File: config.mk
export PLATFORM = sky130hd
export DESIGN_NAME = instMem
export DESIGN_NICKNAME = d
export VERILOG_FILES = /design/src/cpuPkg.sv /design/src/instMem.sv
export SDC_FILE = /design/constraint.sdc
export NUM_CORES = 2
export LEC_CHECK = 0
export BUFFER_PORTS_ARGS = -buffer_cell sky130_fd_sc_hd__buf_2
export CAP_MARGIN = 0
export CORE_MARGIN = 1
export CORE_UTILIZATION = 25
export DETAILED_ROUTE_END_ITERATION = 10
export HOLD_SLACK_MARGIN = 0.05
export PLACE_DENSITY = 0.43
export SLEW_MARGIN = 20
export SYNTH_ARGS = -nofsm -noshare
export SYNTH_HDL_FRONTEND = slang
export SYNTH_SLANG_ARGS = --single-unit
File: constraint.sdc
create_clock -name clk -period 3.3 [get_ports clk]
set_clock_uncertainty 0.05 [all_clocks]
set_input_delay 0.165 -clock clk [delete_from_list [all_inputs] [get_ports clk]]
set_output_delay 0.165 -clock clk [all_outputs]
set_load 0.02 [all_outputs]
File: src/cpuPkg.sv
package cpuPkg;

    typedef logic [31:0] instT;
    typedef logic [31:0] addrT;     // byte address
    typedef logic [31:0] immT;      // sign extended
    typedef logic [31:0] dataT;
    typedef logic [4:0]  regNameT;

    // NOP also stands for any illegal encoding
    typedef enum logic [5:0] {
        LUI,
        AUIPC,
        JAL,
        JALR,
        BEQ,
        BNE,
        BLT,
        BGE,
        BLTU,
        BGEU,
        LB,
        LH,
        LW,
        LBU,
        LHU,
        SB,
        SH,
        SW,
        ADDI,
        SLTI,
        SLTIU,
        XORI,
        ORI,
        ANDI,
        SLLI,
        SRLI,
        SRAI,
        ADD,
        SUB,
        SLL,
        SLT,
        SLTU,
        XOR,
        SRL,
        SRA,
        OR,
        AND,
        NOP
    } opT;

endpackage

File: src/instMem.sv
module instMem #(
    parameter int IMEM_WORDS = 64
) (
    input  logic         clk,
    input  logic         loadEn,
    input  cpuPkg::addrT loadAddr,
    input  cpuPkg::instT loadData,
    input  cpuPkg::addrT imemAddr,
    output cpuPkg::instT imemData
);

    localparam int AW = $clog2(IMEM_WORDS);

    cpuPkg::instT mem [IMEM_WORDS];

    logic [AW-1:0] loadIdx;
    logic [AW-1:0] readIdx;

    // byte addresses in, word index out
    assign loadIdx = loadAddr[AW+1:2];
    assign readIdx = imemAddr[AW+1:2];

    always_ff @(posedge clk) begin
        if (loadEn) begin
            mem[loadIdx] <= loadData;
        end
        imemData <= mem[readIdx]; // one cycle read
    end

endmodule

[Word level (Yosys, flattened, before mapping)]
Memory sizes are Yosys's and may differ from the RTL's. A register that Yosys moved wholly into a read port is not among the register bits.
Cells that the tools add are included.
Storage, ports and cells
  bits in registers: 0
  latch bits: 0
  bits in writable memories: 2048
  memory bits (read-only): 0
  input bits: 98
  output and inout bits: 32
  logic and storage cells: 3
  memories kept: 1
Operators by class
  add/sub/neg operators: 0
  multiply operators: 0
  div/mod/pow operators: 0
  $lt $le $gt $ge: 0
  equality and inequality tests: 0
  shift-type cells: 0
  mux-type cells: 2
  bitwise operators: 0
  reduce and logical (&&, ||, !) cells: 0
Memories
  mem: depth 64, width 32, read ports 1, clocked after Yosys merged registers in 1, write ports 1, RTL line instMem.sv:14  | cpuPkg::instT mem [IMEM_WORDS];
Operator list (number)
  2-to-1 mux 1 bit: 2

[Depth between registers and ports, before layout]
  word-level depth: 2
  mapped depth: 10
  mapped depth without buffers: 5

[Worst setup path before layout]
Ideal clock, no wire load.
  path kind: input to register
  from: input port loadAddr[5]
  to: memory mem[48][0] (netlist bit), enable pin
  library setup time: 0.461 ns
  data arrival time: 2.864 ns
  required time: 2.789 ns
  slack: -0.075 ns
  cell stages on the path: 4
  buffers on the path: 1
  path through: clkbuf_1 -> nor2b_1 -> nand4b_1 -> nor3_1
RTL lines
  start: declaration: RTL line instMem.sv:6  | input cpuPkg::addrT loadAddr,
  end: declaration: RTL line instMem.sv:14
No word-level cell before the write port.

[Final worst setup path]
  from: input port loadAddr[3]
  to: memory mem[27][13] (netlist bit), enable pin
No word-level cell before the write port.

==> metrics <==
placed instance count=about 7600; Via Count=between 30000 and 40000; simple logic cell fraction of the synthesized area=0.0127; initial antenna violation count=11; Final period util=0.666; Multi-input gate area=around 16000 µm²; worst endpoint required time=~3800 ps; CORE AREA=312000 µm²; Worst path slowest cell=dlygate4sd3_1; TNS Setup=0 ps; WS Path Type=in2reg; mapped cell area=roughly 79000 µm²; mux cell area share after synthesis=0.168; DIE AREA=316000 µm²; largest net degree at the start of global routing=65; drt total wl=roughly 220 mm; worst skew pair latency=about 850 ps; Boundary Pins=130; average size of a mapped cell=23.6 µm²; std cell rows=205; synth-to-layout area growth=20.1%; Final setup viols=0; Initial Utilization=0.252; Root Driver=clkbuf_16; first drt pass iteration count=5; cts hold-fix bufs=38; Mapped Nets=3422; share of cells above drive strength 1=0.323; GRT overflow=0; VDD IR max=0.618 mV; die height=between 500 and 600 µm; FF+latch count, synth=around 2100; CP Launch Type=input pin; LEAKAGE=between 20 and 30 nW; Slew Limit Fails=0; Final nets=roughly 3800; area occupied by registers=62100 µm²; cell area power density=605 nW/µm²; Worst Setup End Kind=flip-flop; Synth Area in Compound Gates=0.0167; Fillers=approximately 30000; cell chain of the critical path=dlygate4sd3_1 > buf_2 > nor2b_1 > nand3_1 > buf_4 > nor2_4 > buf_4; main combinational cell family by area after synthesis=multiplexers; post-synthesis adder-cell area fraction=0; status=completed; CTS Buffer Depth=3; final std cells w/o fill=a little over 8000; Post-CTS Setup Bufs=0; highest fanout seen on the critical path=15; Seq/Total Area, Yosys=0.791; Worst-path clk slew=approximately 60 ps; Vias/cell=roughly 4.5; synth unique cells=34; RSZ-0062 raised after global routing=no; max-capacitance violation count=0; CTS Buf Count=approximately 230; DPL Wire Length=between 100 and 150 mm; DR iter-0 viols=between 2000 and 3000; Port Buffers=between 70 and 80; slew margin rel.=0.234; Die Wd=~560 µm; first-pass GRT wire length=308 mm; Final GP Congestion=approximately 0.73; GRT Util Overall=0.139; highest clock rate=approximately 0.46 GHz; Gate Count Post-Synth=between 3000 and 4000; Antenna Nets Post-Route=0; Final Hold Violating Endpoints=0; CTS Sinks=approximately 2100; CTS tree=done; CP peak stage delay=570 ps; Worst Tran Pin Value=about 1100 ps; post-cts resize count=0; most frequent CP cell=buf_4; CTS H-tree lvls=4; XOR/XNOR Fraction of Synth Area=0; CP arrival=~2700 ps; vias in the first global route=38439; Avg WL per Cell=approximately 27 µm; synth warn=0; worst hold slack=between 150 and 200 ps; Hold Path Class=in2reg; min cycle time layout=between 2000 and 2500 ps; # DRC=0
[per-layer routing]
metal / track usage / share of wire
met5: 0 / 0.00018
met4: 0.0360 / 0.022
met1: 0.192 / 0.46
met3: 0.0209 / 0.037
met2: 0.227 / 0.48
[cells by family after synthesis]
group	Yosys count
compound gates	202
buf+inv	182
flops	2080
mux	637
simple gates	223
[power by group]
part | switching, mW | internal [mW] | total [mW]
combinational | 1.83 | 1.14 | 2.97
sequential | 0.131 | 29.3 | 29.4
clock | 10.3 | 14.3 | 24.6
total | 12.3 | 44.7 | 57.0
[area by class of cell]
| cell class | count | area share |
|---|---|---|
| clock buffer | 303 | 0.0660 |
| multi-input combinational | 1062 | 0.170 |
| antenna | 5 | 0.000133 |
| sequential | 2080 | 0.659 |
| timing repair buffer | 374 | 0.0394 |
| clock inverter | 117 | 0.0108 |
| tap | 4140 | 0.0550 |
[through the flow]
| step | area [µm²] | util | worst slack [ps] | power, mW |
|---|---|---|---|---|
| 6_report | 94300 | 0.302 | 1100 | 57.0 |
| 5_1_grt | 94300 | 0.302 | 1070 | 58.8 |
| 4_1_cts | 94100 | 0.302 | 1040 | 57.8 |
| 3_5_place_dp | 86500 | 0.277 | 351 | 33.0 |
| 3_3_place_gp | 86500 | 0.277 | 345 | 33.0 |
| 2_1_floorplan | 78500 | - | 433 | 31.4 |
[Yosys cell counts]
library cell  number  area [µm²]
a21oi_1           62         310
a22oi_1           12        90.1
a311oi_1           8        70.1
a31oi_1            1        6.26
a41o_1             4        40.0
and2_1             2        12.5
and3_1             4        25.0
buf_1             21        78.8
buf_2             57         285
buf_4             25         188
buf_6              5        56.3
clkbuf_1          74         278
dfxtp_1           32         641
edfxtp_1        2048       61500
mux2i_1           93         931
mux4_2           544       12300
nand2_1           26        97.6
nand2b_1           8        50.1
nand3_1            5        25.0
nand3b_1           5        37.5
nand4_1            2        12.5
nand4b_1           1        8.76
nor2_1           137         514
nor2b_1           15        93.8
nor3_1             7        35.0
o221ai_1          27         236
o22ai_1           84         526
o32ai_1            4        35.0
or2_0              1        6.26
or2_1              1        6.26
or2_2              1        6.26
or3_1              3        18.8
or3b_1             2        17.5
or3b_2             3        26.3
[registers in the layout, summed over array words and instances, names as in the netlist]
signal and cells:
mem 2048, imemData 32
[final timing paths]
check	cells after the start	start	to	slack (ps)
worst max-delay path	7	loadAddr[3]	mem[27][13]	1100
worst min-delay path	5	imemAddr[3]	imemData[25]	150
worst max register to register	4	mem[7][6]	imemData[6]	1130
worst min register to register	4	mem[28][17]	imemData[17]	700
[worst max-delay path, delay by kind of cell]
family | cells | cell delay [ps]
buffers and inverters | 4 | 1620
and+or+nand+nor | 3 | 840
[layout by cell type, fill, tap and decap left out, types with 5 or more instances in the layout]
| cell type | synthesis | final |
|---|---|---|
| a21oi_1 | 62 | 62 |
| a22oi_1 | 12 | 12 |
| a311oi_1 | 8 | 8 |
| buf_12 | 0 | 75 |
| buf_2 | 57 | 65 |
| buf_4 | 25 | 190 |
| bufinv_16 | 0 | 15 |
| clkbuf_1 | 74 | 53 |
| clkbuf_16 | 0 | 229 |
| clkbuf_8 | 0 | 21 |
| clkinv_1 | 0 | 42 |
| clkinv_2 | 0 | 43 |
| clkinvlp_4 | 0 | 6 |
| dfxtp_1 | 32 | 32 |
| diode_2 | 0 | 5 |
| dlygate4sd3_1 | 0 | 40 |
| edfxtp_1 | 2048 | 2048 |
| inv_6 | 0 | 5 |
| mux2i_1 | 93 | 93 |
| mux4_2 | 544 | 544 |
| nand2_1 | 26 | 25 |
| nand2b_1 | 8 | 7 |
| nand3_1 | 5 | 5 |
| nand3b_1 | 5 | 5 |
| nor2_1 | 137 | 75 |
| nor2_4 | 0 | 62 |
| nor2b_1 | 15 | 15 |
| nor3_1 | 7 | 5 |
| o221ai_1 | 27 | 27 |
| o22ai_1 | 84 | 84 |
(Power assumes the default switching activity.)
