File: src/cpuPkg.sv
package cpuPkg;

    typedef logic [31:0] instT;
    typedef logic [31:0] addrT;     // byte address
    typedef logic [31:0] immT;      // sign extended
    typedef logic [31:0] dataT;
    typedef logic [4:0]  regNameT;

    // NOP also stands for any illegal encoding
    typedef enum logic [5:0] {
        LUI,
        AUIPC,
        JAL,
        JALR,
        BEQ,
        BNE,
        BLT,
        BGE,
        BLTU,
        BGEU,
        LB,
        LH,
        LW,
        LBU,
        LHU,
        SB,
        SH,
        SW,
        ADDI,
        SLTI,
        SLTIU,
        XORI,
        ORI,
        ANDI,
        SLLI,
        SRLI,
        SRAI,
        ADD,
        SUB,
        SLL,
        SLT,
        SLTU,
        XOR,
        SRL,
        SRA,
        OR,
        AND,
        NOP
    } opT;

endpackage

File: src/robTagAlloc.sv
module robTagAlloc #(
    parameter int ROB_DEPTH = 8
) (
    input  logic                         clk,
    input  logic                         rst,
    input  logic                         robEn,
    input  cpuPkg::regNameT              robRd,
    input  logic                         writesRd,
    input  logic                         commitEn,
    output logic                         rdy,
    output logic [$clog2(ROB_DEPTH)-1:0] allocTag,
    output logic [$clog2(ROB_DEPTH)-1:0] headTag,
    output cpuPkg::regNameT              headRd,
    output logic                         headWrites
);

    localparam int TAG_W = $clog2(ROB_DEPTH);

    logic [TAG_W:0]  count; // entries in flight
    cpuPkg::regNameT rdRam [ROB_DEPTH];
    logic            wrRam [ROB_DEPTH];

    assign rdy        = (count != ROB_DEPTH);
    assign headRd     = rdRam[headTag];
    assign headWrites = wrRam[headTag];

    always_ff @(posedge clk) begin
        if (rst) begin
            allocTag <= '0;
            headTag  <= '0;
            count    <= '0;
        end else begin
            if (robEn) begin
                allocTag <= allocTag + 1'b1; // wraps at ROB_DEPTH
            end
            if (commitEn) begin
                headTag <= headTag + 1'b1;
            end
            case ({robEn, commitEn})
                2'b10:   count <= count + 1'b1;
                2'b01:   count <= count - 1'b1;
                default: count <= count;
            endcase
        end
    end

    // commit needs to know which register the head entry targets
    always_ff @(posedge clk) begin
        if (robEn) begin
            rdRam[allocTag] <= robRd;
            wrRam[allocTag] <= writesRd;
        end
    end

endmodule

File: config.mk
export PLATFORM = sky130hd
export DESIGN_NAME = robTagAlloc
export DESIGN_NICKNAME = d
export VERILOG_FILES = /design/src/cpuPkg.sv /design/src/robTagAlloc.sv
export SDC_FILE = /design/constraint.sdc
export NUM_CORES = 1
export LEC_CHECK = 0
export BUFFER_PORTS_ARGS = -buffer_cell sky130_fd_sc_hd__buf_2
export CAP_MARGIN = 15
export CORE_UTILIZATION = 47
export DETAILED_ROUTE_END_ITERATION = 8
export PLACE_DENSITY = 0.67
export SLEW_MARGIN = 20
export SYNTH_ARGS = -nofsm -noshare
export SYNTH_HDL_FRONTEND = slang
export SYNTH_SLANG_ARGS = --single-unit
File: constraint.sdc
create_clock -name clk -period 1.8 [get_ports clk]
set_clock_uncertainty 0.15 [all_clocks]
set_input_delay 0.18 -clock clk [delete_from_list [all_inputs] [get_ports clk]]
set_output_delay 0.18 -clock clk [all_outputs]
set_load 0.05 [all_outputs]
==> Yosys cells after proc, flatten, opt, wreduce, memory -nomap -nowiden <==
Memory sizes are Yosys's and may differ from the RTL's. A register that Yosys moved wholly into a read port is not among the register bits.
Index checks and enable logic that the tools add are counted.
W data, S select, Z words.
{ "totals": {"out_inout_bits": 13, "reg_bits": 10, "mem_count": 2, "inputBits": 10, "mem_bits_ro": 0, "ram_bits": 48, "latchBits": 0} }
{ "memory_table": {"columns": ["memory", "depth", "width", "read_ports", "rd_ports_with_merged_regs", "write_ports", "line", "source"], "rows": [
  ["rdRam", 8, 5, 1, 1, 1, "robTagAlloc.sv:20", "cpuPkg::regNameT rdRam [ROB_DEPTH];"],
  ["wrRam", 8, 1, 1, 1, 1, "robTagAlloc.sv:21", "logic wrRam [ROB_DEPTH];"]
]} }
{ "classes": {"magnitude_cmp": 0, "shifts": 0, "add_sub_neg": 4, "mux": 7, "n_bitwise": 0, "div": 0, "multipliers": 0, "n_eq_ne": 3, "n_reduce_logical": 1} }
{ "op_table": {"columns": ["op", "count"], "rows": [
  ["$mux W3", 4],
  ["$pmux W4 S2", 1],
  ["$add A3 B1 Y3 const B", 2],
  ["$add A4 B1 Y4 const B", 1],
  ["$ne A4 B4 Y1 const B", 1],
  ["$sub A4 B1 Y4 const B", 1],
  ["$eq A2 B1 Y1 const B", 1],
  ["$eq A2 B2 Y1 const B", 1],
  ["$mux W1", 2],
  ["$reduce_bool A2 Y1", 1]
]} }

==> Depth between registers and ports, before layout <==
{ "logic_depth": {"word_depth": 3, "ltp_mapped": 8, "depth_no_buf": 8} }

==> Worst setup path after synthesis <==
No wires, ideal clock.
{ "synth_path": {"kind": "flip-flop to flip-flop", "startpoint": "register allocTag[1]", "endpoint": "memory rdRam[2][0] (netlist name), enable pin", "t_required_ps": 1273, "path_slack_ps": -70, "synth_period_minus_slack_ps": 1870, "arrival_time_ps": 1343, "n_path_buf": 0, "stages_incl_launch_ff": 3, "cell_sequence": "dfxtp_1 > nand2_1 > nor3_1"} }
{ "synth_lines": {"columns": ["element", "line", "source"], "rows": [
  ["from (decl)", "robTagAlloc.sv:11", "output logic [$clog2(ROB_DEPTH)-1:0] allocTag,"],
  ["from (signal assigned)", "robTagAlloc.sv:34", "allocTag <= allocTag + 1'b1;"],
  ["to (decl)", "robTagAlloc.sv:20", null]
]} }
No word-level cell before the write port.

==> flow_metrics.py <==
metrics = {
    "clock_network": {
        "post-cts-setup-buffers": 0,
        "htree_levels": 3,
        "clk_pin_slew_ns": 0.07,
        "cts_root_buf": "clkbuf_8",
        "numCtsBuffers": 9,
        "clock_sinks": 61,
        "cts_buffer_depth": 2,
        "clkLatencyLatePin_ns": 0.33,
        "cts_tree": "yes",
    },
    "power": {
        "power_frac_comb": 0.146,
        "irDropWorstVdd_mv": 0.708,
        "p_per_area_mw_per_mm2": 1140,
        "leakagePower_nw": 1.16,
        "seqPwrFrac": 0.456,
        "p_clk_frac": 0.398,
        "sw_frac_of_total": 0.229,
        "power.total_mw": 3.55,
        "p_int_mw": 2.74,
        "switching_power_uw": 813,
    },
    "timing": {
        "hold_viol": 0,
        "slew_headroom": 0.698,
        "finalCritPeriodShare": 1.17,
        "holdWs_ns": 0.0195,
        "tightest_slew_ns": 0.452,
        "fmax_mhz": 474,
        "tns_ns": -1.82,
        "setup_slack_ns": -0.312,
        "period_minus_slack_ns": 2.11,
        "rsz0062_at_grt": "yes",
        "setup_viol": 6,
        "slew_violations": 0,
    },
    "synthesis": {
        "yosysWarningCount": 0,
        "yosysSeqAreaShare": 0.692,
        "syn_nets": 153,
        "synth_cell_types": 24,
        "syn_area_per_cell_um2": 17.8,
        "synth-seq-cells": 61,
        "synth_top_area_frac": 0.586,
        "synth_area_leader_cell": "edfxtp_1",
        "syn_area_mm2": 0.00246,
        "netlist_instances": 138,
        "netlist_top_cells_area": "edfxtp_1, mux4_1, dfxtp_1",
    },
    "drt": {
        "dr_total_vias": 1344,
        "dr.first_iter.drc_count": 132,
        "route.detailed.drc": 0,
        "ant_nets": 0,
        "via_per_inst": 5.15,
        "totalWireLength_mm": 4.69,
        "drtPass1Iterations": 5,
        "routedWlPerCell_um": 18.0,
    },
    "placement": {
        "routabilityCongestion": 0.727,
        "place_inst": 239,
        "place_worst_setup_slack_ns": -0.0693,
        "place_area_mm2": 0.00277,
        "dpl.hpwl_mm": 2.91,
        "io_buffer_count": 22,
    },
    "setup_path": {
        "required_ns": 1.47,
        "critPathBufInv": 2,
        "cpMaxStageDelayCell": "mux4_2",
        "start_kind": "flop",
        "crit_fanout": 6,
        "endpoint_kind": "output port",
        "path_cells": "buf_6 > mux4_2 > mux2_4 > buf_8",
        "critPathArrivalTime_ns": 1.78,
        "crit_family": "multiplexers",
        "critPathMaxStageDelay_ns": 0.51,
        "crit_type": "reg -> out",
    },
    "floorplan": {
        "coreArea_mm2": 0.00488,
        "io_pins": 23,
        "rows": 25,
        "die_x_um": 74.3,
        "die_h_um": 74.3,
        "initial_utilization": 0.504,
        "dieArea_mm2": 0.00553,
    },
    "status": {
        "run_status": "finished with violations",
        "violations": "negative setup slack",
    },
    "global_routing": {
        "grt_pass1_wl_mm": 7.11,
        "grt_start_max_net_pins": 13,
        "antenna_found_initial": 0,
        "grt.overflow.total": 0,
        "grt_pass1_vias": 1386,
        "gr-usage-all-layers": 0.192,
    },
    "cells_and_area": {
        "final_common_cell": "edfxtp_1",
        "fin_cells": 261,
        "antennaDiodeCount": 0,
        "final_area_mm2": 0.00312,
        "layout-drive-gt1-share": 0.387,
        "syn_to_final_growth_pct": 26.8,
        "nNetsFinal": 204,
        "utilization": 0.639,
        "fillers": 364,
        "final_cell_mix": "edfxtp_1, nor2_1, buf_2",
    },
    "hold_path": {
        "hold_path_class": "in -> reg",
    },
    "run": {
        "drv_cap": 0,
    },
}
-- flip-flops by register name (all words and copies together), names as in the netlist, named ones only --
register / flops
rdRam: 40
wrRam: 8
count: 4
allocTag: 3
headTag: 3
-- cell usage after synthesis, drive strengths merged --
cell type and n:
edfxtp 48, nor2 17, dfxtp 13, mux4 12, mux2 7, ha 5
nand2 5, xor2 5, nand2b 4, mux2i 3, a21oi 2, buf 2
clkbuf 2, nor3 2, o21ai 2, xnor2 2, a32o 1, inv 1
nor2b 1, nor3b 1, o22ai 1, or3 1, or4b 1
-- power groups by stage --
stage	combinational [mW]	sequential [mW]	clock, mW
after floorplan	0.273	1.67	0
after global placement	0.408	1.64	0
after detailed placement	0.424	1.64	0
after CTS	0.522	1.62	1.43
after global routing	0.552	1.63	1.49
final	0.518	1.62	1.41
-- final cells by class --
cell class / instances / area (µm²) / share of cell area
Multi-Input combinational cell: 72 / 714 / 0.229
Inverter: 1 / 3.75 / 0.00120
Clock buffer: 11 / 131 / 0.0421
Sequential cell: 61 / 1710 / 0.547
Timing Repair Buffer: 44 / 380 / 0.122
Tap cell: 67 / 83.8 / 0.0269
Clock inverter: 5 / 98.8 / 0.0317
-- path summary, 6_finish.rpt --
path / cells past startpoint / to / slack (ns) / from
max: 4 / headRd[2] / -0.31 / flop
min: 2 / allocTag[2]$_SDFFE_PP0P_ / 0.02 / rst
max reg2reg: 6 / count[2]$_SDFFE_PP0P_ / 0.15 / count[1]$_SDFFE_PP0P_
min reg2reg: 2 / count[3]$_SDFFE_PP0P_ / 0.41 / count[3]$_SDFFE_PP0P_
-- per-layer routing --
| layer | share of wire | GRT usage | wire length [µm] | up-vias |
|---|---|---|---|---|
| met3 | 0.033 | 0.0542 | 157 | 7 |
| met5 | 0 | 0 | 0 | - |
| met4 | 0.014 | 0.0860 | 64 | 0 |
| met1 | 0.43 | 0.241 | 2020 | 677 |
| met2 | 0.52 | 0.313 | 2440 | 31 |
| li1 | - | - | - | 629 |
-- cell families (layout without fill, tap and decap cells) --
kind of cell | after synthesis | in the layout | share of synthesized area
flops | 61 | 61 | 0.692
compound gates | 6 | 6 | 0.0148
mux | 22 | 22 | 0.172
buf+inv | 5 | 61 | 0.0107
fa+ha+maj | 5 | 5 | 0.0254
simple gates | 32 | 32 | 0.0600
xor+xnor | 7 | 7 | 0.0249
-- repair_timing --
item / CTS / global route
endpoints found under the setup margin: 7 / 6
hold buffers: 6 / 0
pin swaps: 0 / 0
gates resized for setup: 44 / 0
hold endpoints to repair: 48 / 0
No activity file was read; power rests on OpenSTA's default activity.
