**src/cpuPkg.sv**
```systemverilog
package cpuPkg;

    typedef logic [31:0] instT;
    typedef logic [31:0] addrT;     // byte address
    typedef logic [31:0] immT;      // sign extended
    typedef logic [31:0] dataT;
    typedef logic [4:0]  regNameT;

    // NOP also stands for any illegal encoding
    typedef enum logic [5:0] {
        LUI,
        AUIPC,
        JAL,
        JALR,
        BEQ,
        BNE,
        BLT,
        BGE,
        BLTU,
        BGEU,
        LB,
        LH,
        LW,
        LBU,
        LHU,
        SB,
        SH,
        SW,
        ADDI,
        SLTI,
        SLTIU,
        XORI,
        ORI,
        ANDI,
        SLLI,
        SRLI,
        SRAI,
        ADD,
        SUB,
        SLL,
        SLT,
        SLTU,
        XOR,
        SRL,
        SRA,
        OR,
        AND,
        NOP
    } opT;

endpackage

```
**src/renameRegFile.sv**
```systemverilog
module renameRegFile #(
    parameter int ROB_DEPTH = 8
) (
    input  logic                         clk,
    input  logic                         rst,
    input  logic                         rfEn,
    input  cpuPkg::regNameT              rs1,
    input  cpuPkg::regNameT              rs2,
    input  cpuPkg::regNameT              rd,
    input  logic                         writesRd,
    input  cpuPkg::opT                   op,
    input  cpuPkg::addrT                 pc,
    input  cpuPkg::immT                  imm,
    input  logic [$clog2(ROB_DEPTH)-1:0] allocTag,
    input  logic                         commitEn,
    input  cpuPkg::dataT                 commitData,
    input  logic [$clog2(ROB_DEPTH)-1:0] headTag,
    input  cpuPkg::regNameT              headRd,
    input  logic                         headWrites,
    output logic                         dispEn,
    output cpuPkg::opT                   dispOp,
    output cpuPkg::addrT                 dispPc,
    output cpuPkg::immT                  dispImm,
    output cpuPkg::regNameT              dispRd,
    output logic [$clog2(ROB_DEPTH)-1:0] dispTag,
    output logic                         dispRs1Busy,
    output logic [$clog2(ROB_DEPTH)-1:0] dispRs1Tag,
    output cpuPkg::dataT                 dispRs1Val,
    output logic                         dispRs2Busy,
    output logic [$clog2(ROB_DEPTH)-1:0] dispRs2Tag,
    output cpuPkg::dataT                 dispRs2Val
);

    localparam int TAG_W = $clog2(ROB_DEPTH);

    cpuPkg::dataT     regVal [32];
    logic [TAG_W-1:0] regTag [32];
    logic [31:0]      busy;     // x0 is never marked since writesRd excludes it
    logic             commitWr; // head is still the newest writer of headRd
    logic             rs1Fwd;
    logic             rs2Fwd;

    assign commitWr = commitEn && headWrites && busy[headRd] && (regTag[headRd] == headTag);
    assign rs1Fwd   = commitWr && (rs1 == headRd);
    assign rs2Fwd   = commitWr && (rs2 == headRd);

    always_ff @(posedge clk) begin
        if (rst) begin
            dispEn <= 1'b0;
            busy   <= '0;
            regVal <= '{default: '0};
            regTag <= '{default: '0};
        end else begin
            dispEn <= rfEn;
            if (commitWr) begin
                regVal[headRd] <= commitData;
                busy[headRd]   <= 1'b0;
            end
            if (rfEn && writesRd) begin // newer writer wins over a same-cycle commit
                busy[rd]   <= 1'b1;
                regTag[rd] <= allocTag;
            end
        end
    end

    // a commit in the same cycle is seen by the lookup
    always_ff @(posedge clk) begin
        if (rfEn) begin
            dispOp      <= op;
            dispPc      <= pc;
            dispImm     <= imm;
            dispRd      <= rd;
            dispTag     <= allocTag;
            dispRs1Busy <= busy[rs1] && !rs1Fwd;
            dispRs1Tag  <= regTag[rs1];
            dispRs1Val  <= rs1Fwd ? commitData : regVal[rs1];
            dispRs2Busy <= busy[rs2] && !rs2Fwd;
            dispRs2Tag  <= regTag[rs2];
            dispRs2Val  <= rs2Fwd ? commitData : regVal[rs2];
        end
    end

endmodule

```
**config.mk**
```make
export PLATFORM = sky130hd
export DESIGN_NAME = renameRegFile
export DESIGN_NICKNAME = d
export VERILOG_FILES = /design/src/cpuPkg.sv /design/src/renameRegFile.sv
export SDC_FILE = /design/constraint.sdc
export NUM_CORES = 2
export LEC_CHECK = 0
export BUFFER_PORTS_ARGS = -buffer_cell sky130_fd_sc_hd__clkbuf_2
export CORE_AREA = 10 10 263 453
export CTS_CLUSTER_SIZE = 30
export DETAILED_ROUTE_END_ITERATION = 7
export DIE_AREA = 0 0 273 463
export HOLD_SLACK_MARGIN = 0.1
export PLACE_DENSITY = 0.81
export SLEW_MARGIN = 20
export SYNTH_ARGS = -nofsm -noshare
export SYNTH_HDL_FRONTEND = slang
export SYNTH_SLANG_ARGS = --single-unit
```
**constraint.sdc**
```tcl
create_clock -name clk -period 4.3 [get_ports clk]
set_clock_uncertainty 0.05 [all_clocks]
set_input_delay 0.43 -clock clk [delete_from_list [all_inputs] [get_ports clk]]
set_output_delay 0.43 -clock clk [all_outputs]
set_load 0.01 [all_outputs]
```
* Word level (Yosys, flattened, before mapping)
Index checks and enable logic that the tools add are counted.
Storage, ports and cells: register bits 1303, bits in latches 0, bits in writable memories 0, ROM bits 0, bits of input ports 134, output and inout bits 151, logic and storage cells 149, memories 0
Cells by class: add/sub/neg operators 0, multipliers 0, div/mod/pow operators 0, order comparisons 12, equality and inequality tests 3, shift-type cells 0, muxes and demuxes 36, bitwise operators 7, reduce and logical (&&, ||, !) cells 14
Operator list (number):
- $bwmux 1024 | 1
- $bmux 32 s5 | 2
- $mux 32 | 10
- $demux 32 s5 | 1
- $bwmux 96 | 1
- $bmux 3 s5 | 3
- $and 32x32->32 | 1
- $not 32->32 | 1
- $or 32x32->32 | 1
- $ge 6x6->1 const B | 4
- $lt 5x6->1 const B | 4
- $not 5->6 | 4
- $mux 3 | 7
- $bmux 1 s5 | 3
- $demux 3 s5 | 1
- $logic_and 1x1->1 | 12
- $lt 6x1->1 const B | 2
- $demux 1 s5 | 2
- $eq 5x5->1 | 2
- $ge 5x1->1 const B | 2
- $mux 1 | 5
- $eq 3x3->1 | 1
- $logic_not 1->1 | 2

* Logic depth before layout (Yosys ltp)
word-level depth 10, mapped depth 14, gate-level depth less buffers 7

* Worst setup path after synthesis
No wires, ideal clock.
path type input port to flip-flop, start point input port headRd[1], end point register dispRs1Val[10], data pin, library setup time 0.262 ns, arrival 3.451 ns, data required time 3.988 ns, path slack 0.537 ns, stages 13, buffers on the path 6, cells stage by stage buf_2 -> buf_4 -> buf_2 -> buf_2 -> mux2i_1 -> o22ai_1 -> nor4_1 -> nand2_1 -> xor2_1 -> clkbuf_1 -> nor4_4 -> buf_2 -> mux2_1
On the way: cells in the longest elaborated chain, start to end 8, elaborated cells between the ends (all ways) 12, classes of those cells 2 x eq/ne; 6 x mux; 1 x bitwise; 3 x reduce/logical
Ends and longest elaborated chain:
- from (decl) | RTL line renameRegFile.sv:18 | input cpuPkg::regNameT headRd,
- $not 5->6 (not written as such) | RTL line renameRegFile.sv:43 | assign commitWr = commitEn && headWrites && busy[headRd] && (regTag[headRd] == headTag);
- $bmux 3 s5 | RTL line renameRegFile.sv:43
- $mux 3 (not written as such) (2 in a row) | RTL line renameRegFile.sv:43
- $eq 3x3->1 | RTL line renameRegFile.sv:43
- $logic_and 1x1->1 | RTL line renameRegFile.sv:43
- $logic_and 1x1->1 (*) | RTL line renameRegFile.sv:44 | assign rs1Fwd = commitWr && (rs1 == headRd);
- $mux 32 (*) | RTL line renameRegFile.sv:76 | dispRs1Val <= rs1Fwd ? commitData : regVal[rs1];
- to (signal assigned) | RTL line renameRegFile.sv:76
- to (decl) | RTL line renameRegFile.sv:28 | output cpuPkg::dataT dispRs1Val,
Every way passes the cells marked *; elsewhere a longest branch is shown, timed or not. The select of a mux whose other input is x is not followed. A chain may end at the register's enable or synchronous reset.

* Worst setup path in the final report
start point register regTag[62] (netlist bit), end point register dispRs1Val[12], data pin
On the way: cells in the longest elaborated chain, start to end 7
Ends and longest elaborated chain:
- from (decl) | RTL line renameRegFile.sv:37 | logic [TAG_W-1:0] regTag [32];
- from (signal, indexed assignment) | RTL line renameRegFile.sv:61 | regTag[rd] <= allocTag;
- $bmux 3 s5 | RTL line renameRegFile.sv:43
- $mux 3 (not written as such) (2 in a row) | RTL line renameRegFile.sv:43
- $eq 3x3->1 | RTL line renameRegFile.sv:43
- $logic_and 1x1->1 | RTL line renameRegFile.sv:43
- $logic_and 1x1->1 | RTL line renameRegFile.sv:44
- $mux 32 | RTL line renameRegFile.sv:76
Every way passes these cells. The select of a mux whose other input is x is not followed.

==> flow_metrics.tcl <==
set metrics [dict create \
    gp_congestion 0.983 \
    final_antenna_net_count 0 \
    ys_seq_area_frac 0.417 \
    clkSinkCount 1303 \
    ys_types 42 \
    met2_usage 0.518 \
    cp.arrival_ns 4.13 \
    r2r-start "regTag[62]" \
    clk_latency_ns 0.75 \
    cts_tree "yes" \
    hold_viol 0 \
    worst_slew_pin_slew_ns 1.13 \
    grt_max_degree 142 \
    routed_wl_microns 203000 \
    core_area_sq_mm 0.111 \
    grt_use_met1 0.371 \
    drtPass1Iterations 8 \
    synth_top_cell_by_area "dfxtp_1" \
    nets 5643 \
    setup_viol 0 \
    holdPathStages 2 \
    syn_area_per_cell_sq_um 12.2 \
    use_met3 0.0625 \
    cts_root_buffer "clkbuf_16" \
    final_cells 7084 \
    drt_iter0_markers 5821 \
    synth_area_leaders "dfxtp_1 (35%), mux4_2 (24%), mux2i_1 (17%)" \
    maxCapViolCount 0 \
    drv_slew 0 \
    fin_setup_tns_ns 0 \
    htreeDepth 3 \
    synth_most_common_cell "nand2_1" \
    grt_pass1_wl_microns 304000 \
    holdCritStartpoint "rs1[4]" \
    rsz0062_at_grt "false" \
    clk_pin_slew_worst_paths_ns 0.07 \
    syn_nets 5544 \
    die_h_microns 463 \
    synth-edff-count 150 \
    ctsResizeCount 0 \
    viasPerCell 6.78 \
    syn_area_sq_mm 0.0662 \
    place_inst 6762 \
    rr_worst_depth 8 \
    ir_drop_mv 0.300 \
    maxSlewHeadroom 0.247 \
    hold_class "in -> reg" \
    portBuffers 284 \
    numCtsBuffers 113 \
    final_core_util 0.666 \
    syn2layout_area_growth_pct 12.0 \
    synth_cells 5410 \
    crit_path_start_kind "flop" \
    grt_usage 0.315 \
    overflow 0 \
    dp_hpwl_microns 125000 \
    end_kind "flop" \
    cp.required_ns 4.73 \
    cts_hold_buf 108 \
    ioPinCount 285 \
    async_reset_ff_frac 0 \
    vias 48030 \
    clock_path_buffers 3 \
    wl_per_cell_microns 28.7 \
    final.min_clock_period_ns 3.69 \
    synth_seq_cells 1303 \
    critPathMaxFanout 35 \
    path_class "reg -> reg" \
    min_period_over_period 0.859 \
    p_per_area_mw_per_mm2 337 \
    busiest_layer "met2" \
    synthTopCellsByCount "nand2_1 (1164), dfxtp_1 (1153), mux2i_1 (1135)" \
    p_total_mw 25.0 \
    die_area_sq_mm 0.126 \
    rows 162 \
    status "finished clean" \
    r2r-end "dispRs1Val[12]" \
    drc 0 \
    first_global_vias 49651 \
    drive_gt1_frac 0.267 \
    ys.warnings.count 0 \
    postCtsSetupBuffers 0 \
    synth-main-ff-cell "dfxtp_1" \
    antenna_found_initial 3 \
    min_to "dispRs1Tag[0]" \
    chipWidth_microns 273 \
    p_leak_nw 32.8 \
    timing.fmax_ghz 0.271 \
    r2r_slack_ns 0.61 \
    synth_top_area_frac 0.349 \
    start_util 0.595 \
]
cells in the final DEF, fill, tap and decap left out, types with 11 or more instances in the layout:
master            n
clkbuf_16       120
a21oi_1          53
bufinv_16        11
clkinvlp_4       11
dlygate4sd3_1   108
nand2_1        1146
buf_12           82
mux2_1           64
clkinv_2         16
dfxtp_1        1153
nor2_1           84
clkbuf_2        271
nand2_2          18
nand3_1          49
o22ai_1          34
mux2_2           70
nor3_1           23
mux4_2          720
buf_4            99
mux2i_1        1135
clkbuf_8         18
clkbuf_1         22
a31o_1           30
edfxtp_1        150
or4_4            33
layer usage:
layer / wire [microns] / vias to the layer above
li1: - / 20116
met4: 14200 / 4
met5: 27 / -
met1: 71600 / 24303
met2: 98900 / 2801
met3: 18600 / 806
critical path, cell delays in order (launching register included):
cell and delay [ns]:
dfxtp_1 0.36, mux2i_1 0.37, o22ai_1 0.23, nor4_1 0.40, a21oi_1 0.14, or4_4 0.73
nor4_4 0.44, buf_12 0.28, mux2_1 0.37
per-stage QoR:
stage	area (sq um)	hold slack, ns	worst slack, ns
3_3_place_gp	69100	0.399	0.249
5_1_grt	74100	0.260	0.510
4_1_cts	74100	0.236	0.774
6_report	74100	0.281	0.606
3_5_place_dp	69100	0.409	0.198
2_1_floorplan	66200	0.391	0.537
cell type report:
class                   instances  area [sq um]
flip-flops and latches       1303         27600
clock inverters                53           591
repair buffers                567          4920
multi-input cells            3522         35800
fillers                      7788         37100
diodes                          1          2.50
clock buffers                 160          3330
well taps                    1476          1850
inverters                       2          15.0
sequential cells by signal, indices dropped and copies added (netlist names), 6 cells and up:
signal	count
busy	32
dispImm	32
dispOp	6
dispPc	32
dispRs1Val	32
dispRs2Val	32
regTag	96
regVal	1024
kinds of logic after synthesis:
group           Yosys count  synth area share
compound gates          120            0.0114
xor+xnor                 11           0.00145
flops                  1303             0.417
buf+inv                 585            0.0444
mux                    1989             0.439
simple gates           1402            0.0868
power breakdown:
part | internal [mW] | leakage, nW | switching [mW]
logic | 0.597 | 20.1 | 1.12
registers | 12.4 | 10.8 | 0.0409
clock network | 6.08 | 1.90 | 4.79
total | 19.0 | 32.8 | 5.95
how the worst max path moves through the flow:
stage	startpoint	endpoint	depth (start not counted)
finish	regTag[62]	dispRs1Val[12]	8
global route	regTag[62]	dispRs1Val[12]	8
CTS	regTag[3]	dispRs1Val[12]	8
detailed placement	headRd[3]	dispRs1Val[18]	10
global placement	headRd[0]	dispRs1Val[21]	9
floorplan	headRd[1]	dispRs1Val[10]	13
No activity file was read; power rests on OpenSTA's default activity.
