`config.mk`:
```
export PLATFORM = sky130hd
export DESIGN_NAME = decoder
export DESIGN_NICKNAME = d
export VERILOG_FILES = /design/src/cpuPkg.sv /design/src/decoder.sv
export SDC_FILE = /design/constraint.sdc
export NUM_CORES = 1
export LEC_CHECK = 0
export BUFFER_PORTS_ARGS = -buffer_cell sky130_fd_sc_hd__buf_2
export CORE_MARGIN = 3
export CORE_UTILIZATION = 38
export DETAILED_ROUTE_END_ITERATION = 10
export GPL_ROUTABILITY_DRIVEN = 0
export PLACE_DENSITY = 0.84
export SLEW_MARGIN = 0
export SYNTH_ARGS = -nofsm -noshare
export SYNTH_HDL_FRONTEND = slang
export SYNTH_SLANG_ARGS = --single-unit
```
`constraint.sdc`:
```
create_clock -name vclk -period 2.8
set_clock_uncertainty 0.15 [all_clocks]
set_input_delay 0.14 -clock vclk [all_inputs]
set_output_delay 0.14 -clock vclk [all_outputs]
set_load 0.005 [all_outputs]
```
`src/cpuPkg.sv`:
```
package cpuPkg;

    typedef logic [31:0] instT;
    typedef logic [31:0] addrT;     // byte address
    typedef logic [31:0] immT;      // sign extended
    typedef logic [31:0] dataT;
    typedef logic [4:0]  regNameT;

    // NOP also stands for any illegal encoding
    typedef enum logic [5:0] {
        LUI,
        AUIPC,
        JAL,
        JALR,
        BEQ,
        BNE,
        BLT,
        BGE,
        BLTU,
        BGEU,
        LB,
        LH,
        LW,
        LBU,
        LHU,
        SB,
        SH,
        SW,
        ADDI,
        SLTI,
        SLTIU,
        XORI,
        ORI,
        ANDI,
        SLLI,
        SRLI,
        SRAI,
        ADD,
        SUB,
        SLL,
        SLT,
        SLTU,
        XOR,
        SRL,
        SRA,
        OR,
        AND,
        NOP
    } opT;

endpackage

```
`src/decoder.sv`:
```
module decoder (
    input  logic            rdy,
    input  logic            instEn,
    input  cpuPkg::instT    inst,
    input  cpuPkg::addrT    pc,
    output logic            robEn,
    output cpuPkg::regNameT robRd,
    output logic            writesRd,
    output logic            rfEn,
    output cpuPkg::regNameT rs1,
    output cpuPkg::regNameT rs2,
    output cpuPkg::regNameT rd,
    output cpuPkg::opT      op,
    output cpuPkg::addrT    outPc,
    output cpuPkg::immT     imm
);

    localparam logic [6:0] OPC_LUI    = 7'b0110111;
    localparam logic [6:0] OPC_AUIPC  = 7'b0010111;
    localparam logic [6:0] OPC_JAL    = 7'b1101111;
    localparam logic [6:0] OPC_JALR   = 7'b1100111;
    localparam logic [6:0] OPC_BRANCH = 7'b1100011;
    localparam logic [6:0] OPC_LOAD   = 7'b0000011;
    localparam logic [6:0] OPC_STORE  = 7'b0100011;
    localparam logic [6:0] OPC_OPIMM  = 7'b0010011;
    localparam logic [6:0] OPC_OP     = 7'b0110011;

    logic [6:0] opcode;
    logic [2:0] funct3;
    logic [3:0] funct;  // bit 30 in front of funct3

    assign opcode = inst[6:0];
    assign funct3 = inst[14:12];
    assign funct  = {inst[30], inst[14:12]};

    assign robEn = rdy && instEn;
    assign rfEn  = rdy && instEn;
    assign rs1   = inst[19:15];
    assign rs2   = inst[24:20];
    assign rd    = inst[11:7];
    assign robRd = inst[11:7];
    assign outPc = pc;

    assign writesRd = (rd != 5'd0) && (op != cpuPkg::NOP)
                      && (opcode != OPC_BRANCH) && (opcode != OPC_STORE);

    always_comb begin
        case (opcode)
            OPC_LUI, OPC_AUIPC: imm = {inst[31:12], 12'b0};
            OPC_JAL:    imm = {{12{inst[31]}}, inst[19:12], inst[20], inst[30:21], 1'b0};
            OPC_BRANCH: imm = {{20{inst[31]}}, inst[7], inst[30:25], inst[11:8], 1'b0};
            OPC_JALR, OPC_OPIMM, OPC_LOAD: imm = {{21{inst[31]}}, inst[30:20]};
            OPC_STORE:  imm = {{21{inst[31]}}, inst[30:25], inst[11:7]};
            default:    imm = '0; // register-register ops carry none
        endcase
    end

    always_comb begin
        op = cpuPkg::NOP;
        case (opcode)
            OPC_LUI:   op = cpuPkg::LUI;
            OPC_AUIPC: op = cpuPkg::AUIPC;
            OPC_JAL:   op = cpuPkg::JAL;
            OPC_JALR:  op = cpuPkg::JALR;
            OPC_BRANCH: begin
                case (funct3)
                    3'b000:  op = cpuPkg::BEQ;
                    3'b001:  op = cpuPkg::BNE;
                    3'b100:  op = cpuPkg::BLT;
                    3'b101:  op = cpuPkg::BGE;
                    3'b110:  op = cpuPkg::BLTU;
                    3'b111:  op = cpuPkg::BGEU;
                    default: op = cpuPkg::NOP;
                endcase
            end
            OPC_LOAD: begin
                case (funct3)
                    3'b000:  op = cpuPkg::LB;
                    3'b001:  op = cpuPkg::LH;
                    3'b010:  op = cpuPkg::LW;
                    3'b100:  op = cpuPkg::LBU;
                    3'b101:  op = cpuPkg::LHU;
                    default: op = cpuPkg::NOP;
                endcase
            end
            OPC_STORE: begin
                case (funct3)
                    3'b000:  op = cpuPkg::SB;
                    3'b001:  op = cpuPkg::SH;
                    3'b010:  op = cpuPkg::SW;
                    default: op = cpuPkg::NOP;
                endcase
            end
            OPC_OPIMM: begin
                case (funct3) // bit 30 only matters for the right shifts
                    3'b000:  op = cpuPkg::ADDI;
                    3'b010:  op = cpuPkg::SLTI;
                    3'b011:  op = cpuPkg::SLTIU;
                    3'b100:  op = cpuPkg::XORI;
                    3'b110:  op = cpuPkg::ORI;
                    3'b111:  op = cpuPkg::ANDI;
                    3'b001:  op = cpuPkg::SLLI;
                    default: op = inst[30] ? cpuPkg::SRAI : cpuPkg::SRLI;
                endcase
            end
            OPC_OP: begin
                case (funct)
                    4'b0000: op = cpuPkg::ADD;
                    4'b1000: op = cpuPkg::SUB;
                    4'b0001: op = cpuPkg::SLL;
                    4'b0010: op = cpuPkg::SLT;
                    4'b0011: op = cpuPkg::SLTU;
                    4'b0100: op = cpuPkg::XOR;
                    4'b0101: op = cpuPkg::SRL;
                    4'b1101: op = cpuPkg::SRA;
                    4'b0110: op = cpuPkg::OR;
                    4'b0111: op = cpuPkg::AND;
                    default: op = cpuPkg::NOP;
                endcase
            end
            default: op = cpuPkg::NOP;
        endcase
    end

endmodule

```
Word-level counts from Yosys, hierarchy flattened --
Memory sizes are Yosys's and may differ from the RTL's. Cells that the tools add are included.
Operators by class: mux-type cells 7, equality and inequality tests 19, reduce and logical (&&, ||, !) cells 8
Operators with widths (count):
- $pmux 32 s5 | 1
- $pmux 6 s9 | 1
- $pmux 6 s6 | 1
- $pmux 6 s5 | 1
- $pmux 4 s7 | 1
- $eq 7x6->1 const B | 3
- $eq 7x7->1 const B | 3
- $pmux 6 s3 | 1
- $eq 7x5->1 const B | 2
- $eq 3x3->1 const B | 4
- $eq 7x2->1 const B | 1
- $ne 7x6->1 const B | 1
- $ne 7x7->1 const B | 1
- $eq 3x2->1 const B | 2
- $ne 6x6->1 const B | 1
- $reduce_bool 5->1 | 1
- $logic_and 1x1->1 | 4
- $eq 3x1->1 const B | 1
- $logic_not 3->1 | 1
- $reduce_or 3->1 | 1
- $mux 2 | 1
- $reduce_or 2->1 | 1
Storage, ports and cells: memories 1, register bits 0, output and inout bits 93, memory bits (read-only) 96, logic and storage cells 35, input bits 66
Memory list:
- (name not given) | depth 16, width 6, rd ports 1, clocked after memory_dff 0, write ports 0, line decoder.sv:107 | case (funct)

Logic depth before layout (Yosys ltp) --
depth after elaboration 7, mapped depth 10, mapped depth without buffers 8

Worst setup path before layout --
OpenSTA, ideal clock, no wires.
path type input to output, start point in inst[13], end point out writesRd, required time 2510 ps, arrival 1997 ps, path slack 513 ps, stages 10, buffers on the path 2, path through clkbuf_1 -> inv_1 -> ha_1 -> buf_2 -> nor4_2 -> nor4b_4 -> a221oi_2 -> o211ai_2 -> a31oi_1 -> a31oi_1
Between the ends: cells in the longest elaborated chain, start to end 7, elaborated cells on any way between the ends 18, classes of those cells eq/ne: 8; mux: 5; reduce/logical: 4; memory: 1
RTL lines:
- start: declaration | line decoder.sv:4 | input cpuPkg::instT inst,
- parallel branches: the longest is 2 deep, another holds $mem_v2 16x6
- $pmux 6 s9 (*) | line decoder.sv:60 | case (opcode)
- net op[1] | line decoder.sv:13 | output cpuPkg::opT op,
- $ne 6x6->1 (*) | line decoder.sv:44 | assign writesRd = (rd != 5'd0) && (op != cpuPkg::NOP)
- $logic_and 1x1->1 (*) | line decoder.sv:44
- $logic_and 1x1->1 (*) (2 in series) | line decoder.sv:45 | && (opcode != OPC_BRANCH) && (opcode != OPC_STORE);
- end: declaration | line decoder.sv:8 | output logic writesRd,
Mark *: on every way through the listed nets, which the timed path passes.

Worst setup path after layout --
start point in inst[13], end point out writesRd
Between the ends: cells in the longest elaborated chain, start to end 7, elaborated cells on any way between the ends 18, classes of those cells eq/ne: 8; mux: 5; reduce/logical: 4; memory: 1
RTL lines (line):
- parallel branches: the longest is 2 deep, another holds $mem_v2 16x6
- $pmux 6 s9 (*) | decoder.sv:60
- $ne 6x6->1 (*) | decoder.sv:44
- $logic_and 1x1->1 (*) | decoder.sv:44
- $logic_and 1x1->1 (*) (2 in series) | decoder.sv:45
Mark *: on every way between the ends.

==> summary.md <==
| Metric | Value |
|---|---|
| Seq Cell Count | 0 |
| Final core utilization | 43.3% |
| Number of I/O pins | 159 |
| Distinct cells, synth | slightly above 50 |
| Final #Nets | 338 |
| Setup Buffers After CTS | 0 |
| Total number of vias | between 1500 and 2000 |
| Worst Path Buf+Inv | 3 |
| WP data arrival | 2180 ps |
| Fillers | 420 |
| IO Port Bufs | 95 |
| Gr usage total | 17.7% |
| First-pass GRT wire length | 7710 µm |
| Vias in the first global route | 1591 |
| DR pass1 iterations | 7 |
| Tmin final | 2470 ps |
| Slew HR | 57.6% |
| Tightest Pin Transition | 636 ps |
| Row cnt | 22 |
| Hold Violations, Final | 0 |
| Post_cts resized | 0 |
| Ant. Diodes | 0 |
| CLK BUF | 0 |
| Syn Area/Cell | 6.81 µm² |
| Hold Path Class | in2out |
| VDD IR max | 0.0404 mV |
| Sequential standard cell area | 0 µm² |
| Post-Syn Instances | ~240 |
| Crit Path Class | in2out |
| CP max stage cell | nor4_2 |
| CP Launch Type | primary input |
| Area Overhead vs Synth | 4.38% |
| Crit end category | output pin |
| Max-Cap Viols | 0 |
| Grt ovf | 0 |
| Drt first-iter violations | about 110 |
| Crit path cell chain | buf_2 -> inv_1 -> ha_1 -> nor4_2 -> nor4b_4 -> a221oi_2 -> o211ai_2 -> a31oi_1 -> a31oi_1 -> buf_2 |
| Die Area | 0.00503 mm² |
| Tot Pwr | 187 µW |
| Horiz. Die Dim | 70.9 µm |
| Mapped Nets | 308 |
| Hold Buf Count CTS | 0 |
| Via density | 5.70 |
| Outcome | completed |
| Initial antenna violation count | 0 |
| Routed Antenna Nets | 0 |
| Crit path largest cell delay | 460 ps |
| Die H | ~70 µm |
| Initial Util | 41.5% |
| Largest net degree at the start of global routing | 25 |
| Post-Route Setup TNS | 0 ps |
| Fin crit share | 88.2% |
| Syn Std Cell Area | 0.00160 mm² |
| Crit Path Max Fanout | 14 |
| Core Region | 0.00385 mm² |
| Post-Route WL | 4910 µm |
| Max Clk Rate | 0.405 GHz |
| DRC Markers | 0 |
| Layout cells sized above 1 | 40.3% |
| Sequential cell area fraction in the yosys report | 0% |
| Post-DP HPWL | 3950 µm |
| Pins over their slew limit | 0 |
| Pwr dens | 112 mW/mm² |
| Crit-path leading delay family | compound AO/OA/AOI/OAI gates |
| Yosys warns | 0 |
| Leakage power | 1.04 nW |
| Final Setup Violations | 0 |
| RSZ-0062 raised after global routing | no |
| DR WL/cell | roughly 16 µm |
| Critical Path RT | 2510 ps |
[per-layer routing]
metal	GRT usage [%]	wire (µm)
met1	23.7	1900
met2	30.2	2450
met3	2.70	476
met4	3.55	76
met5	0	0
[cell type report]
| cell class | count | area, µm² | share of cell area, % |
|---|---|---|---|
| multi-input cells | 159 | 1100 | 65.9 |
| inverters | 9 | 33.8 | 2.02 |
| well taps | 48 | 60.1 | 3.60 |
| repair buffers | 95 | 475 | 28.5 |
[per-stage QoR]
step / area (µm²) / worst slack, ps / hold WS, ps / cells
6_report: 1670 / 332 / 130 / 311
5_1_grt: 1670 / 122 / 130 / 311
4_1_cts: 1670 / 331 / 130 / 311
3_5_place_dp: 1670 / 322 / 130 / 311
3_3_place_gp: 1670 / 423 / 130 / 311
2_1_floorplan: 1600 / 513 / 211 / 235
[synthesized netlist by cell type (2+ instances only)]
library cell / count / share of area (%)
o22ai_1: 2 / 0.78
nor3_1: 7 / 2.2
nand2_1: 12 / 2.8
and3_1: 2 / 0.78
and2_1: 10 / 3.9
nor2_1: 14 / 3.3
nand2b_1: 4 / 1.6
buf_4: 54 / 25
buf_2: 9 / 2.8
a21oi_1: 9 / 2.8
o21ai_0: 9 / 2.8
a22oi_1: 2 / 0.94
nand3_1: 4 / 1.3
o311ai_0: 2 / 1.1
a22o_1: 5 / 2.7
clkbuf_1: 4 / 0.94
mux2i_1: 3 / 1.9
o21ai_1: 2 / 0.63
or4_1: 2 / 0.94
a21o_1: 22 / 10
a31oi_1: 3 / 1.2
o21bai_1: 2 / 0.94
o21a_1: 5 / 2.3
ha_1: 7 / 5.5
or3_1: 6 / 2.3
inv_1: 9 / 2.1
[power by group]
part	switching (mW)	internal (mW)	total [mW]
clock	0	0	0
sequential	0	0	0
combinational	0.107	0.0797	0.187
[logic make-up (layout without fill, tap and decap cells)]
kind of cell,after synthesis,in the layout,share of synthesized area [%]
AND/OR/NAND/NOR,75,75,27.3
AO/OA/AOI/OAI,72,72,32.1
buffers and inverters,76,104,31.2
adder cells (fa/ha/maj),7,7,5.47
multiplexers,5,5,3.99
[path summary, 6_finish.rpt]
kind	cells after the start	slack (ps)	endpoint	start
min	0	130	outPc[16]	pc[16]
max	10	330	writesRd	inst[13]
[cells in the final DEF (no fill, tap or decap), drive strengths merged, types with 2 or more instances in the layout]
master | netlist | final
buf | 63 | 95
a22oi | 2 | 2
o311ai | 3 | 3
o21bai | 2 | 2
or2 | 2 | 2
nor3 | 8 | 8
or3 | 6 | 6
nand2 | 12 | 12
nor4b | 2 | 2
and3 | 2 | 2
a21oi | 10 | 10
inv | 9 | 9
and2 | 10 | 10
mux2i | 3 | 3
o21ai | 11 | 11
o21a | 5 | 5
nand2b | 4 | 4
nor2 | 15 | 15
a22o | 5 | 5
a21o | 22 | 22
or4 | 3 | 3
ha | 7 | 7
a31oi | 3 | 3
nand3 | 4 | 4
o22ai | 2 | 2
No activity file was read; power rests on OpenSTA's default activity.
